$ cat config.mk
export PLATFORM = sky130hd
export DESIGN_NAME = mem_port_ctrl_flat
export DESIGN_NICKNAME = d
export VERILOG_FILES = /design/src/hdl/mem_chan_pkg.sv /design/src/hdl/mem_chan_if.sv /design/src/hdl/mem_port_ctrl.sv /design/src/flat_wrapper.sv
export VERILOG_INCLUDE_DIRS = /design/src /design/src/hdl
export SDC_FILE = /design/constraint.sdc
export NUM_CORES = 1
export LEC_CHECK = 0
export ABC_AREA = 0
export BUFFER_PORTS_ARGS = -buffer_cell sky130_fd_sc_hd__buf_2
export CORE_AREA = 8 8 114 116
export DETAILED_ROUTE_END_ITERATION = 10
export DIE_AREA = 0 0 122 124
export GPL_TIMING_DRIVEN = 0
export PLACE_DENSITY = 0.67
export SYNTH_ARGS = -nofsm -noshare
export SYNTH_HDL_FRONTEND = slang
export SYNTH_SLANG_ARGS = --single-unit
$ cat constraint.sdc
create_clock -name clk -period 2.9 [get_ports clk]
set_clock_uncertainty 0.2 [all_clocks]
set_input_delay 0.29 -clock clk [delete_from_list [all_inputs] [get_ports clk]]
set_output_delay 0.29 -clock clk [all_outputs]
set_load 0.1 [all_outputs]
$ cat src/hdl/conv_config.svh
`ifndef CONV_CONFIG_SVH
`define CONV_CONFIG_SVH

`define CONV_DATA_W     32      // data word
`define CONV_ADDR_W     12      // word address into data memory
`define CONV_MEM_DEPTH  4096    // words
`define CONV_WT_DIM     3       // window side
`define CONV_MAX_FM_DIM 16      // largest feature map side
`define CONV_LEN_W      5       // burst length field
`define CONV_NUM_REGS   6       // control register count

`endif

$ cat src/hdl/mem_chan_pkg.sv
`include "conv_config.svh"

package mem_chan_pkg;

    typedef logic signed [`CONV_DATA_W-1:0] word_t;      // pixel, weight or sum
    typedef logic        [`CONV_ADDR_W-1:0] mem_addr_t;  // word address
    typedef logic        [`CONV_LEN_W-1:0]  burst_len_t; // words per burst, never 0

endpackage

$ cat src/hdl/mem_chan_if.sv
interface mem_chan_if;
    import mem_chan_pkg::*;

    mem_addr_t  rd_req_addr;
    burst_len_t rd_req_len;
    logic       rd_req_valid;
    logic       rd_req_ready;

    word_t      rd_resp_data;
    logic       rd_resp_valid;
    logic       rd_resp_ready;

    mem_addr_t  wr_req_addr;
    burst_len_t wr_req_len;
    logic       wr_req_valid;
    logic       wr_req_ready;

    word_t      wr_data;
    logic       wr_data_valid;
    logic       wr_data_ready;

    logic       wr_status_valid;
    logic       wr_status_ready;

    modport engine (
        output rd_req_addr, rd_req_len, rd_req_valid,
        input  rd_req_ready,
        input  rd_resp_data, rd_resp_valid,
        output rd_resp_ready,
        output wr_req_addr, wr_req_len, wr_req_valid,
        input  wr_req_ready,
        output wr_data, wr_data_valid,
        input  wr_data_ready,
        input  wr_status_valid,
        output wr_status_ready
    );

    modport mem (
        input  rd_req_addr, rd_req_len, rd_req_valid,
        output rd_req_ready,
        output rd_resp_data, rd_resp_valid,
        input  rd_resp_ready,
        input  wr_req_addr, wr_req_len, wr_req_valid,
        output wr_req_ready,
        input  wr_data, wr_data_valid,
        output wr_data_ready,
        output wr_status_valid,
        input  wr_status_ready
    );

endinterface

$ cat src/hdl/mem_port_ctrl.sv
module mem_port_ctrl (
    input  logic                    clk,
    input  logic                    reset_i,
    mem_chan_if.mem                 chan,
    input  logic                    host_re_i,
    input  logic                    host_we_i,
    input  mem_chan_pkg::mem_addr_t host_addr_i,
    input  mem_chan_pkg::word_t     host_wdata_i,
    output mem_chan_pkg::word_t     host_rdata_o,
    output logic                    ram_a_en_o,
    output logic                    ram_a_we_o,
    output mem_chan_pkg::mem_addr_t ram_a_addr_o,
    output mem_chan_pkg::word_t     ram_a_wdata_o,
    input  mem_chan_pkg::word_t     ram_a_rdata_i,
    output logic                    ram_b_we_o,
    output mem_chan_pkg::mem_addr_t ram_b_addr_o,
    output mem_chan_pkg::word_t     ram_b_wdata_o
);
    import mem_chan_pkg::*;

    typedef enum logic [1:0] {ST_IDLE, ST_READ, ST_WRITE, ST_STATUS} burst_st_t;

    burst_st_t  state_q;
    mem_addr_t  rd_addr_q;
    mem_addr_t  wr_addr_q;
    burst_len_t rd_left_q;    // words still to issue
    burst_len_t wr_left_q;    // words still to accept
    logic       rd_vld_q;     // ram output register holds an unread word
    logic       rd_issue;
    logic       rd_pop;

    assign chan.rd_req_ready    = (state_q == ST_IDLE);
    assign chan.wr_req_ready    = (state_q == ST_IDLE) && !chan.rd_req_valid; // reads first
    assign chan.rd_resp_valid   = rd_vld_q;
    assign chan.rd_resp_data    = ram_a_rdata_i;
    assign chan.wr_data_ready   = (state_q == ST_WRITE);
    assign chan.wr_status_valid = (state_q == ST_STATUS);

    assign rd_pop   = rd_vld_q && chan.rd_resp_ready;
    // a new read overwrites the ram output, so only when it is free or leaving
    assign rd_issue = (state_q == ST_READ) && (rd_left_q != '0) && (!rd_vld_q || rd_pop);

    always_comb begin
        ram_a_en_o   = rd_issue;
        ram_a_we_o   = 1'b0;
        ram_a_addr_o = rd_addr_q;
        if (state_q == ST_IDLE) begin    // host owns port a between bursts
            ram_a_en_o   = host_re_i || host_we_i;
            ram_a_we_o   = host_we_i;
            ram_a_addr_o = host_addr_i;
        end
    end

    assign ram_a_wdata_o = host_wdata_i;
    assign host_rdata_o  = ram_a_rdata_i;
    assign ram_b_we_o    = chan.wr_data_valid && chan.wr_data_ready;
    assign ram_b_addr_o  = wr_addr_q;
    assign ram_b_wdata_o = chan.wr_data;

    always_ff @(posedge clk) begin
        if (reset_i) begin
            state_q  <= ST_IDLE;
            rd_vld_q <= 1'b0;
        end else begin
            if (rd_issue) begin
                rd_vld_q <= 1'b1;
            end else if (rd_pop) begin
                rd_vld_q <= 1'b0;
            end
            case (state_q)
                ST_IDLE: begin
                    if (chan.rd_req_valid) begin
                        state_q <= ST_READ;
                    end else if (chan.wr_req_valid) begin
                        state_q <= ST_WRITE;
                    end
                end
                ST_READ: begin
                    if (rd_left_q == '0 && (!rd_vld_q || rd_pop)) begin
                        state_q <= ST_IDLE;     // last word handed over
                    end
                end
                ST_WRITE: begin
                    if (ram_b_we_o && wr_left_q == burst_len_t'(1)) begin
                        state_q <= ST_STATUS;
                    end
                end
                ST_STATUS: begin
                    if (chan.wr_status_ready) begin
                        state_q <= ST_IDLE;
                    end
                end
                default: state_q <= ST_IDLE;
            endcase
        end
    end

    always_ff @(posedge clk) begin
        if (state_q == ST_IDLE) begin       // captured on the accepting edge
            rd_addr_q <= chan.rd_req_addr;
            rd_left_q <= chan.rd_req_len;
            wr_addr_q <= chan.wr_req_addr;
            wr_left_q <= chan.wr_req_len;
        end
        if (rd_issue) begin
            rd_addr_q <= rd_addr_q + 1'b1;
            rd_left_q <= rd_left_q - 1'b1;
        end
        if (ram_b_we_o) begin
            wr_addr_q <= wr_addr_q + 1'b1;
            wr_left_q <= wr_left_q - 1'b1;
        end
    end

endmodule

$ cat src/flat_wrapper.sv
// flat-port wrapper written by rule: the top's interface ports become plain ports
module mem_port_ctrl_flat import mem_chan_pkg::*;
  (clk, reset_i, host_re_i, host_we_i, host_addr_i, host_wdata_i, host_rdata_o, ram_a_en_o, ram_a_we_o, ram_a_addr_o, ram_a_wdata_o, ram_a_rdata_i, ram_b_we_o, ram_b_addr_o, ram_b_wdata_o, chan_rd_req_addr, chan_rd_req_len, chan_rd_req_valid, chan_rd_req_ready, chan_rd_resp_data, chan_rd_resp_valid, chan_rd_resp_ready, chan_wr_req_addr, chan_wr_req_len, chan_wr_req_valid, chan_wr_req_ready, chan_wr_data, chan_wr_data_valid, chan_wr_data_ready, chan_wr_status_valid, chan_wr_status_ready);
  mem_chan_if chan_i ();
  input  logic clk;
  input  logic reset_i;
  input  logic host_re_i;
  input  logic host_we_i;
  input  mem_chan_pkg::mem_addr_t host_addr_i;
  input  mem_chan_pkg::word_t host_wdata_i;
  output mem_chan_pkg::word_t host_rdata_o;
  output logic ram_a_en_o;
  output logic ram_a_we_o;
  output mem_chan_pkg::mem_addr_t ram_a_addr_o;
  output mem_chan_pkg::word_t ram_a_wdata_o;
  input  mem_chan_pkg::word_t ram_a_rdata_i;
  output logic ram_b_we_o;
  output mem_chan_pkg::mem_addr_t ram_b_addr_o;
  output mem_chan_pkg::word_t ram_b_wdata_o;
  input wire logic [$bits(chan_i.rd_req_addr)-1:0] chan_rd_req_addr;
  input wire logic [$bits(chan_i.rd_req_len)-1:0] chan_rd_req_len;
  input wire logic [$bits(chan_i.rd_req_valid)-1:0] chan_rd_req_valid;
  output wire logic [$bits(chan_i.rd_req_ready)-1:0] chan_rd_req_ready;
  output wire logic [$bits(chan_i.rd_resp_data)-1:0] chan_rd_resp_data;
  output wire logic [$bits(chan_i.rd_resp_valid)-1:0] chan_rd_resp_valid;
  input wire logic [$bits(chan_i.rd_resp_ready)-1:0] chan_rd_resp_ready;
  input wire logic [$bits(chan_i.wr_req_addr)-1:0] chan_wr_req_addr;
  input wire logic [$bits(chan_i.wr_req_len)-1:0] chan_wr_req_len;
  input wire logic [$bits(chan_i.wr_req_valid)-1:0] chan_wr_req_valid;
  output wire logic [$bits(chan_i.wr_req_ready)-1:0] chan_wr_req_ready;
  input wire logic [$bits(chan_i.wr_data)-1:0] chan_wr_data;
  input wire logic [$bits(chan_i.wr_data_valid)-1:0] chan_wr_data_valid;
  output wire logic [$bits(chan_i.wr_data_ready)-1:0] chan_wr_data_ready;
  output wire logic [$bits(chan_i.wr_status_valid)-1:0] chan_wr_status_valid;
  input wire logic [$bits(chan_i.wr_status_ready)-1:0] chan_wr_status_ready;
  assign chan_i.rd_req_addr = chan_rd_req_addr;
  assign chan_i.rd_req_len = chan_rd_req_len;
  assign chan_i.rd_req_valid = chan_rd_req_valid;
  assign chan_rd_req_ready = chan_i.rd_req_ready;
  assign chan_rd_resp_data = chan_i.rd_resp_data;
  assign chan_rd_resp_valid = chan_i.rd_resp_valid;
  assign chan_i.rd_resp_ready = chan_rd_resp_ready;
  assign chan_i.wr_req_addr = chan_wr_req_addr;
  assign chan_i.wr_req_len = chan_wr_req_len;
  assign chan_i.wr_req_valid = chan_wr_req_valid;
  assign chan_wr_req_ready = chan_i.wr_req_ready;
  assign chan_i.wr_data = chan_wr_data;
  assign chan_i.wr_data_valid = chan_wr_data_valid;
  assign chan_wr_data_ready = chan_i.wr_data_ready;
  assign chan_wr_status_valid = chan_i.wr_status_valid;
  assign chan_i.wr_status_ready = chan_wr_status_ready;
  mem_port_ctrl u_core (.clk(clk), .reset_i(reset_i), .chan(chan_i), .host_re_i(host_re_i), .host_we_i(host_we_i), .host_addr_i(host_addr_i), .host_wdata_i(host_wdata_i), .host_rdata_o(host_rdata_o), .ram_a_en_o(ram_a_en_o), .ram_a_we_o(ram_a_we_o), .ram_a_addr_o(ram_a_addr_o), .ram_a_wdata_o(ram_a_wdata_o), .ram_a_rdata_i(ram_a_rdata_i), .ram_b_we_o(ram_b_we_o), .ram_b_addr_o(ram_b_addr_o), .ram_b_wdata_o(ram_b_wdata_o));
endmodule
==> metrics.md, run 1 <==
| Metric | Value |
|---|---|
| Synth cell types | `41` |
| Clk pin slew, worst setup/hold paths | `0.05 ns` |
| Asr flop ratio synth | `0%` |
| Seq pwr share | `24.5%` |
| Avg WL per Cell | `15.52 um` |
| Share of the synthesized area in the top cell type | `31.20%` |
| Global-route wire length before repair | `16040 um` |
| Antenna Cells | `0` |
| EDFF count, synth | `34` |
| DP Wirelength | `9701 um` |
| Syn Nets | `509` |
| Nets | `731` |
| Register area share after synthesis | `33.04%` |
| Synth top cells by count | `128 x buf_4, 34 x edfxtp_1, 21 x a31oi_1, 19 x nand2_1, 18 x o21ai_0` |
| Hold Path Class | `input port to register` |
| CTS buffer count | `5` |
| RePlAce Congestion | `0.7870` |
| Post-DRT Antenna Nets | `0` |
| Vias in the first global route | `3300` |
| Final setup viols | `0` |
| CTS tree | `built` |
| Initial DRC Count | `125` |
| Max Freq | `370.7 MHz` |
| Row cnt | `39` |
| Crit path max fanout | `10` |
| Worst-Skew Late Latency | `0.28 ns` |
| Via density | `4.506` |
| Final critical-path required period | `2.698 ns` |
| CTS root buf | `clkbuf_16` |
| Port bufs | `214` |
| Synthesized area | `3272 um2` |
| Actual slew at the worst max-slew pin | `0.9329 ns` |
| Crit Path Class | `register to primary output` |
| Synth Instances | `353` |
| Layout Cells excl Fill | `719` |
| Crit path launch type | `register` |
| Hold Fails Final Rpt | `0` |
| Area Overhead vs Synth | `43.29%` |
| Switch share | `57.64%` |
| Maxcap violations | `0` |
| Fillers | `1137` |
| Endpoint type of the worst setup path | `primary output` |
| Peak VDD IR | `427.1 uV` |
| Vias | `3240` |
| Most used DFF post-synth | `edfxtp_1` |
| Status | `finished clean` |
| Post-CTS Hold Fix Bufs | `0` |
| Initial core utilization | `29.28%` |
| Cell-internal power | `1.535 mW` |
| Global Route Usage Sum | `12.98%` |
| Antenna violations before repair | `0` |
| Syn. warnings | `0` |
| Number of remaining DRC errors | `0` |
| Leak | `2.367 nW` |
| Req. time, crit path | `2.41 ns` |
| Comb pwr share | `60.7%` |
| Largest net degree at the start of global routing | `18` |
| Die X-Extent | `122 um` |
| Io pins | `311` |
| Layout cells sized above 1 | `66.15%` |
| DIE AREA | `15130 um2` |
| Clock network fraction of total power | `14.8%` |
| Crit path DAT | `2.21 ns` |
| Yosys reg bits | `37` |
| Net switching power | `2.088 mW` |
| Total gr overflow | `0` |
| Core area | `11170 um2` |
| Mapped Avg Cell Area | `9.269 um2` |
| Max_slew headroom | `37.80%` |
| Die Span Y | `124 um` |
| Power Dens Cells | `772.7 nW/um2` |
| Slew Viols, Final | `0` |
| RSZ-0062 raised after global routing | `no` |
| Synth area leader | `edfxtp_1` |
| Final period util | `93.02%` |
| H-tree depth | `2` |
| 1st-pass router iterations | `4` |
| CTS sink cnt | `37` |
| Total routed wirelength | `11160 um` |
| Count leader, synth | `buf_4` |
| DP Cell Count | `711` |
| Clock Path Buffers | `2` |
| Largest cells by area after synthesis | `edfxtp_1 31%, buf_4 29%, mux2_2 5.9%` |
| WHS | `0.03866 ns` |
## stage by stage
| stage | setup slack, ns | TNS, ns | total power, mW | util (%) | area, um2 |
|---|---|---|---|---|---|
| final | 0.2025 | 0 | 3.622 | 41.96 | 4688 |
| after global routing | 0.02554 | 0 | 3.769 | 41.96 | 4688 |
| after CTS | 0.01608 | 0 | 3.656 | 41.88 | 4679 |
| after detailed placement | 0.2205 | 0 | 3.107 | 40.61 | 4538 |
| after global placement | -0.3974 | -11.54 | 3.066 | 40.51 | 4527 |
| after floorplan | -0.1246 | -0.2493 | 2.753 | - | 3277 |
## cell usage in the layout (no fill, tap or decap), drive strengths merged, types with 7 or more instances in the layout
cell,Yosys,routed
xnor2,7,7
nand2,19,19
mux2,18,18
or4,8,8
o31ai,8,8
a31oi,21,21
nand3,10,10
o21ai,19,19
inv,11,11
clkbuf,6,13
nor2,8,8
edfxtp,34,34
buf,133,347
## registers in the layout (all words and copies together) (netlist names)
register                   cells
u_core.rd_left_q               5
u_core.ram_b_addr_o           12
u_core.rd_addr_q              12
u_core.state_q                 2
u_core.chan.rd_resp_valid      1
u_core.wr_left_q               5
## repair_timing
item,in CTS,in global routing
buffers inserted,0,0
gates resized for setup,1,4
endpoints found under the setup margin,2,2
gates cloned,0,0
## kinds of logic (layout without fill, tap and decap cells)
family,count (synthesis),count (layout),share of synthesized area [%]
simple gates,74,74,12.28
compound gates,57,57,10.78
fa+ha+maj,5,5,1.912
flops,37,37,33.04
mux,19,19,6.615
xor+xnor,11,11,2.944
buf+inv,150,373,32.43
## path summary, 6_finish.rpt
kind	slack (ns)	to	startpoint	cells past startpoint
worst max-delay path	0.20	ram_a_en_o	u_core.rd_left_q[0]	7
worst min-delay path	0.04	u_core.chan.rd_resp_valid	reset_i	2
worst max register to register	0.24	u_core.ram_b_addr_o[9]	u_core.state_q[0]	6
worst min register to register	0.42	u_core.rd_left_q[4]	u_core.rd_left_q[4]	2
## layer usage
metal / GRT usage, % / routed length [um]
met1: 13.69 / 3958
met2: 23.74 / 5633
met3: 5.258 / 1508
met4: 2.853 / 62
met5: 0 / 0
## power groups by stage
stage	registers, mW	clock network (mW)	logic (mW)
finish	0.887	0.535	2.20
global route	0.906	0.574	2.29
CTS	0.888	0.554	2.21
detailed placement	0.896	0	2.21
global placement	0.886	0	2.18
floorplan	1.11	0	1.65
## area by class of cell
type                            instances  area, um2  share of cell area (%)
Clock inverter                          2      10.01                  0.2135
Inverter                               11      41.29                  0.8807
Multi-Input combinational cell        166       1146                   24.45
Buffer                                139       1021                   21.78
Tap cell                              143      178.9                   3.816
Sequential cell                        37       1081                   23.06
Timing Repair Buffer                  215       1081                   23.06
Clock buffer                            6      128.9                   2.749
## worst max-delay path, stage by stage, from the launching register on
cell	delay [ns]
edfxtp_1	0.38
inv_1	0.08
ha_1	0.19
or4b_1	0.46
buf_2	0.22
nand3_2	0.20
nand2_1	0.09
buf_2	0.30
No activity file was read; power rests on OpenSTA's default activity.
==> inputs of run 2 (changes only) <==
Settings changed: CELL_PAD_IN_SITES_DETAIL_PLACEMENT from default to 0, CELL_PAD_IN_SITES_GLOBAL_PLACEMENT from default to 2, CORE_AREA 8 8 114 116 to default, CORE_MARGIN from default to 8, CORE_UTILIZATION from default to 18, DIE_AREA 0 0 122 124 to default, PLACE_DENSITY 0.67 to 0.88.
==> metrics.md, run 2 (synthesis results as in run 1) <==
| Metric | Value |
|---|---|
| Status | `finished clean` |
| Initial DRC Count | `91 (-27%)` |
| Critical path's top delay family | `simple AND/OR/NAND/NOR gates` |
| Comb pwr share | `60.4% (-0.3 points)` |
| Endpoint type of the worst setup path | `primary output` |
| CTS buffer count | `5 (unchanged)` |
| Die X-Extent | `150.8 um (+24%)` |
| CTS sink cnt | `37 (unchanged)` |
| Hold Path Class | `input port to register` |
| Vias in the first global route | `3025 (-8.3%)` |
| Final Instance Area | `4801 um2 (+2.4%)` |
| WHS Path Cells | `2 (unchanged)` |
| Global Route Usage Sum | `8.385% (-4.6 points)` |
| Layout cells sized above 1 | `66.26% (+0.12 points)` |
| Crit Path Class | `register to primary output` |
| DP Wirelength | `9371 um (-3.4%)` |
| 1st-pass router iterations | `4 (unchanged)` |
| Final setup viols | `0 (unchanged)` |
| Setup WS pre-CTS | `0.1611 ns (-0.05931 ns)` |
| RR Startpoint | `u_core.state_q[0]` |
| Post-CTS Hold Fix Bufs | `0 (unchanged)` |
| Crit path DAT | `2.19 ns (-0.02 ns)` |
| CP bufs+invs | `3 (unchanged)` |
| Most common cell after layout, fill and taps aside | `buf_2` |
| Fillers | `1950 (+72%)` |
| Leak | `2.368 nW (about the same)` |
| Capture point of the worst reg-to-reg path | `u_core.ram_b_addr_o[3]` |
| Core area | `17900 um2 (+60%)` |
| Critical-path cell list | `inv_1, ha_1, or4b_1, buf_2, nand3_2, nand2_1, buf_2` |
| HP Start | `reset_i` |
| CP peak stage delay | `0.46 ns (about the same)` |
| Cell-internal power | `1.560 mW (+1.6%)` |
| Final critical-path required period | `2.684 ns (-0.01369 ns)` |
| Final setup TNS | `0 ns (unchanged)` |
| Post-DRT Antenna Nets | `0 (unchanged)` |
| R2R setup slack | `0.45 ns (+0.21 ns)` |
| CTS tree | `built` |
| Antenna violations before repair | `0 (unchanged)` |
| Max Freq | `372.6 MHz (+0.51%)` |
| WHS Endpoint | `u_core.chan.rd_resp_valid` |
| H-tree depth | `2 (unchanged)` |
| Hold Fails Final Rpt | `0 (unchanged)` |
| Port bufs | `214 (unchanged)` |
| FF-to-FF path depth | `5 (-1)` |
| Total gr overflow | `0 (unchanged)` |
| Slew Viols, Final | `0 (unchanged)` |
| Power Dens Cells | `754.2 nW/um2 (-2.4%)` |
| Final period util | `92.55% (-0.47 points)` |
| Vias | `3130 (-3.4%)` |
| Io pins | `311 (unchanged)` |
| Worst Slack Setup Final | `0.2162 ns (+0.01369 ns)` |
| CP max-delay cell | `or4b_1` |
| Die Span Y | `150.8 um (+22%)` |
| Row cnt | `49 (+26%)` |
| Worst-Skew Late Latency | `0.28 ns (about the same)` |
| Most common cell on crit path | `buf_2` |
| Number of remaining DRC errors | `0 (unchanged)` |
| CTS root buf | `clkbuf_16` |
| DIE AREA | `22750 um2 (+50%)` |
| Antenna Cells | `0 (unchanged)` |
| Largest net degree at the start of global routing | `18 (unchanged)` |
| Crit path max fanout | `10 (unchanged)` |
| RSZ-0062 raised after global routing | `no` |
| Clk pin slew, worst setup/hold paths | `0.06 ns (about the same)` |
| Req. time, crit path | `2.41 ns (about the same)` |
| Seq pwr share | `24.3% (-0.2 points)` |
| Initial core utilization | `18.28% (-11 points)` |
| Net switching power | `2.061 mW (-1.3%)` |
| Nets | `730 (-0.14%)` |
| Placed cell areas | `4642 um2 (+2.3%)` |
| Via density | `3.893 (-14%)` |
| Utilization after layout | `26.82% (-15 points)` |
| RePlAce Congestion | `0.6718 (-15%)` |
| Max_slew headroom | `37.71% (-0.089 points)` |
| Crit path launch type | `register` |
| Maxcap violations | `0 (unchanged)` |
| Avg WL per Cell | `13.62 um (-12%)` |
| Actual slew at the worst max-slew pin | `0.9342 ns (+0.001332 ns)` |
| Peak VDD IR | `438.2 uV (+2.6%)` |
| Commonest non-fill, non-tap cells in the layout | `215 x buf_2, 129 x buf_4, 34 x edfxtp_1` |
| Clock network fraction of total power | `15.2% (+0.4 points)` |
| Total routed wirelength | `10950 um (-1.9%)` |
| Global-route wire length before repair | `15270 um (-4.8%)` |
| Switch share | `56.92% (-0.72 points)` |
| Area Overhead vs Synth | `46.73%` |
| Clock Path Buffers | `2 (unchanged)` |
==> run 2: cell count changes in the layout (fill, tap and decap cells not counted) <==
cell,delta
clkbuf_4,-1
clkinv_2,-2
o21ai_2,+1
clkbuf_2,+1
clkbuf_8,+1
o21ai_1,-1
==> run 2: worst register-to-register path, cell delays in order, from the launching register on <==
cell and delay, ns:
dfxtp_1 0.32, clkbuf_2 0.26, nand3b_1 0.20, clkbuf_1 0.38
clkbuf_1 0.38, o21ai_2 0.36
==> run 2: final cells by class <==
type / count / area, um2 / area share [%]
plain buffers: 139 / 1022 / 21.29
clock buffers: 8 / 146.4 / 3.049
inverters: 11 / 41.29 / 0.8600
multi-input cells: 166 / 1150 / 23.95
flip-flops and latches: 37 / 1081 / 22.52
well taps: 229 / 286.5 / 5.968
repair buffers: 214 / 1074 / 22.36
==> run 2: power by group through the flow <==
stage / clock, mW / sequential [mW] / combinational (mW)
4_1_cts: 0.574 / 0.881 / 2.21
3_3_place_gp: 0 / 0.895 / 2.20
6_report: 0.552 / 0.880 / 2.19
5_1_grt: 0.593 / 0.901 / 2.29
3_5_place_dp: 0 / 0.890 / 2.20
2_1_floorplan: 0 / 1.11 / 1.65
==> run 2: through the flow <==
stage | total power, mW | std cells | hold slack, ns
2_1_floorplan | 2.753 | 353 | 0.1591
3_3_place_gp | 3.091 | 796 | 0.2990
3_5_place_dp | 3.093 | 796 | 0.3028
4_1_cts | 3.663 | 804 | 0.0009261
5_1_grt | 3.782 | 804 | 0.01652
6_report | 3.621 | 804 | 0.008946
==> run 2: worst max path at each step <==
stage / startpoint / cells after the start / end / slack [ns]
after floorplan: u_core.state_q[0] / 4 / ram_a_addr_o[4] / -0.12
after global placement: u_core.state_q[0] / 5 / u_core.ram_b_addr_o[10] / -0.56
after detailed placement: u_core.state_q[0] / 5 / u_core.ram_b_addr_o[9] / 0.16
after CTS: u_core.rd_left_q[0] / 7 / ram_a_en_o / 0.04
after global routing: u_core.rd_left_q[0] / 7 / ram_a_en_o / 0.05
final: u_core.rd_left_q[0] / 7 / ram_a_en_o / 0.22
==> run 2: what timing repair did <==
| action | 4_1_cts | 5_1_grt |
|---|---|---|
| gates resized for setup | 3 | 3 |
| setup buffers | 0 | 0 |
| endpoints found under the setup margin | 8 | 7 |
| endpoints found under the hold margin | 0 | 0 |
==> run 2: per-layer routing <==
layer / track usage [%] / part of all wire [%]
met2: 14.80 / 48
met1: 9.275 / 38
met4: 1.188 / 0.33
met5: 0 / 0
met3: 3.765 / 14
==> inputs of run 3 (changes only) <==
Settings changed: CORE_MARGIN 8 to 3.
==> metrics.md, run 3 (synthesis results as in run 1) <==
| Metric | Value |
|---|---|
| Status | `finished clean` |
| Final setup viols | `0 (unchanged)` |
| Total routed wirelength | `9861 um (-9.9%)` |
| Core area | `17540 um2 (-2.0%)` |
| Worst Slack Setup Final | `0.1506 ns (-0.06552 ns)` |
| Power Dens Cells | `748.7 nW/um2 (-0.72%)` |
| Initial DRC Count | `70 (-23%)` |
| Layout cells sized above 1 | `66.15% (-0.12 points)` |
| Fillers | `1909 (-2.1%)` |
| Initial core utilization | `18.66% (+0.38 points)` |
| Final critical-path required period | `2.749 ns (+0.06552 ns)` |
| Most common cell after layout, fill and taps aside | `buf_2` |
| Maxcap violations | `0 (unchanged)` |
| Nets | `731 (+0.14%)` |
| Crit Path Class | `register to primary output` |
| RePlAce Congestion | `0.7583 (+13%)` |
| Row cnt | `48 (-2.0%)` |
| Crit path max fanout | `10 (unchanged)` |
| Clock Path Buffers | `2 (unchanged)` |
| Critical-path cell list | `inv_1, ha_1, or4b_1, buf_2, nand3_2, nand2_1, buf_2` |
| Max_slew headroom | `40.72% (+3.0 points)` |
| Via density | `3.905 (+0.31%)` |
| CTS buffer count | `5 (unchanged)` |
| Global Route Usage Sum | `8.904% (+0.52 points)` |
| Final Instance Area | `4797 um2 (about the same)` |
| CTS tree | `built` |
| Setup WS pre-CTS | `0.08030 ns (-0.08084 ns)` |
| Placed cell areas | `4637 um2 (-0.11%)` |
| CP max-delay cell | `or4b_1` |
| Area Overhead vs Synth | `46.62% (about the same)` |
| Leak | `2.370 nW (about the same)` |
| Post-DRT Antenna Nets | `0 (unchanged)` |
| Vias in the first global route | `2903 (-4.0%)` |
| Max Freq | `363.7 MHz (-2.4%)` |
| CTS root buf | `clkbuf_16` |
| Crit path DAT | `2.26 ns (+0.07 ns)` |
| Largest net degree at the start of global routing | `18 (unchanged)` |
| Utilization after layout | `27.35% (+0.54 points)` |
| 1st-pass router iterations | `4 (unchanged)` |
| Die Span Y | `140.8 um (-6.6%)` |
| DP Wirelength | `8290 um (-12%)` |
| Total gr overflow | `0 (unchanged)` |
| CTS sink cnt | `37 (unchanged)` |
| Antenna violations before repair | `0 (unchanged)` |
| Peak VDD IR | `507.3 uV (+16%)` |
| Post-layout total power | `3.592 mW (-0.80%)` |
| H-tree depth | `2 (unchanged)` |
| Clk pin slew, worst setup/hold paths | `0.05 ns (about the same)` |
| Vias | `3128 (-0.064%)` |
| Most common cell on crit path | `buf_2` |
| Hold Path Class | `input port to register` |
| Actual slew at the worst max-slew pin | `0.8890 ns (-0.04518 ns)` |
| Global-route wire length before repair | `14410 um (-5.6%)` |
| DIE AREA | `19830 um2 (-13%)` |
| Commonest non-fill, non-tap cells in the layout | `215 x buf_2, 129 x buf_4, 34 x edfxtp_1` |
| Port bufs | `214 (unchanged)` |
| Number of remaining DRC errors | `0 (unchanged)` |
| CP peak stage delay | `0.47 ns (about the same)` |
| Endpoint type of the worst setup path | `primary output` |
| Avg WL per Cell | `12.31 um (-9.6%)` |
| Final period util | `94.81% (+2.3 points)` |
| Hold Fails Final Rpt | `0 (unchanged)` |
| Die X-Extent | `140.8 um (-6.6%)` |
| Req. time, crit path | `2.41 ns (about the same)` |
| Antenna Cells | `0 (unchanged)` |
| RSZ-0062 raised after global routing | `no` |
| Worst-Skew Late Latency | `0.28 ns (about the same)` |
| Final setup TNS | `0 ns (unchanged)` |
| Slew Viols, Final | `0 (unchanged)` |
| Crit path launch type | `register` |
| Io pins | `311 (unchanged)` |
==> run 3: cell count changes in the layout (fill, tap and decap cells not counted) <==
cell	delta
clkinv_2	+1
clkbuf_1	-2
dlygate4sd3_1	+1
clkbuf_8	-1
clkinv_1	+2
==> run 3: what timing repair did <==
action,CTS,global route
buffers inserted,0,0
setup endpoints to repair,8,22
endpoints found under the hold margin,2,0
hold buffers,1,0
resized for setup,4,2
==> run 3: per-layer routing <==
layer	GRT usage (%)	wire (um)	vias to the layer above
li1	-	-	1563
met1	10.17	3729	1362
met2	16.33	4927	194
met3	2.985	1131	9
met4	1.479	73	0
met5	0	0	-
==> run 3: worst paths after layout <==
| path | endpoint | from | slack, ns | cells after the start |
|---|---|---|---|---|
| max reg2reg | u_core.rd_left_q[0] | u_core.rd_left_q[0] | 0.45 | 6 |
| max | ram_a_en_o | u_core.rd_left_q[0] | 0.15 | 7 |
| min | u_core.ram_b_addr_o[0] | chan_wr_req_addr[0] | 0.09 | 3 |
| min reg2reg | u_core.rd_left_q[4] | u_core.rd_left_q[4] | 0.39 | 2 |
==> run 3: cell type report <==
type | count | area (um2) | share of cell area [%]
sequential | 37 | 1081 | 22.54
clock buffer | 5 | 125.1 | 2.608
inverter | 11 | 41.29 | 0.8607
tap | 225 | 281.5 | 5.869
buffer | 139 | 1022 | 21.31
multi-input combinational | 166 | 1150 | 23.97
timing repair buffer | 215 | 1084 | 22.59
clock inverter | 3 | 12.51 | 0.2608
==> run 3: metrics by stage <==
| step | std cells | hold slack, ns |
|---|---|---|
| 2_1_floorplan | 353 | 0.1591 |
| 6_report | 801 | 0.08915 |
| 3_5_place_dp | 792 | 0.2916 |
| 3_3_place_gp | 792 | 0.2901 |
| 5_1_grt | 801 | 0.09834 |
| 4_1_cts | 801 | 0.07762 |
==> run 3: worst max-delay path: cells and delay by family, from the launching register on <==
family | cells | cell delay [ns]
AND/OR/NAND/NOR | 3 | 0.75
buffers and inverters | 3 | 0.61
flip-flops | 1 | 0.40
adder cells (fa/ha/maj) | 1 | 0.20
==> run 3: power by group <==
part | total, mW | leakage (nW) | internal (mW) | switching (mW)
logic | 2.19 | 1.93 | 0.463 | 1.73
registers | 0.884 | 0.367 | 0.756 | 0.129
clock network | 0.516 | 0.0687 | 0.311 | 0.206
total | 3.59 | 2.37 | 1.53 | 2.06
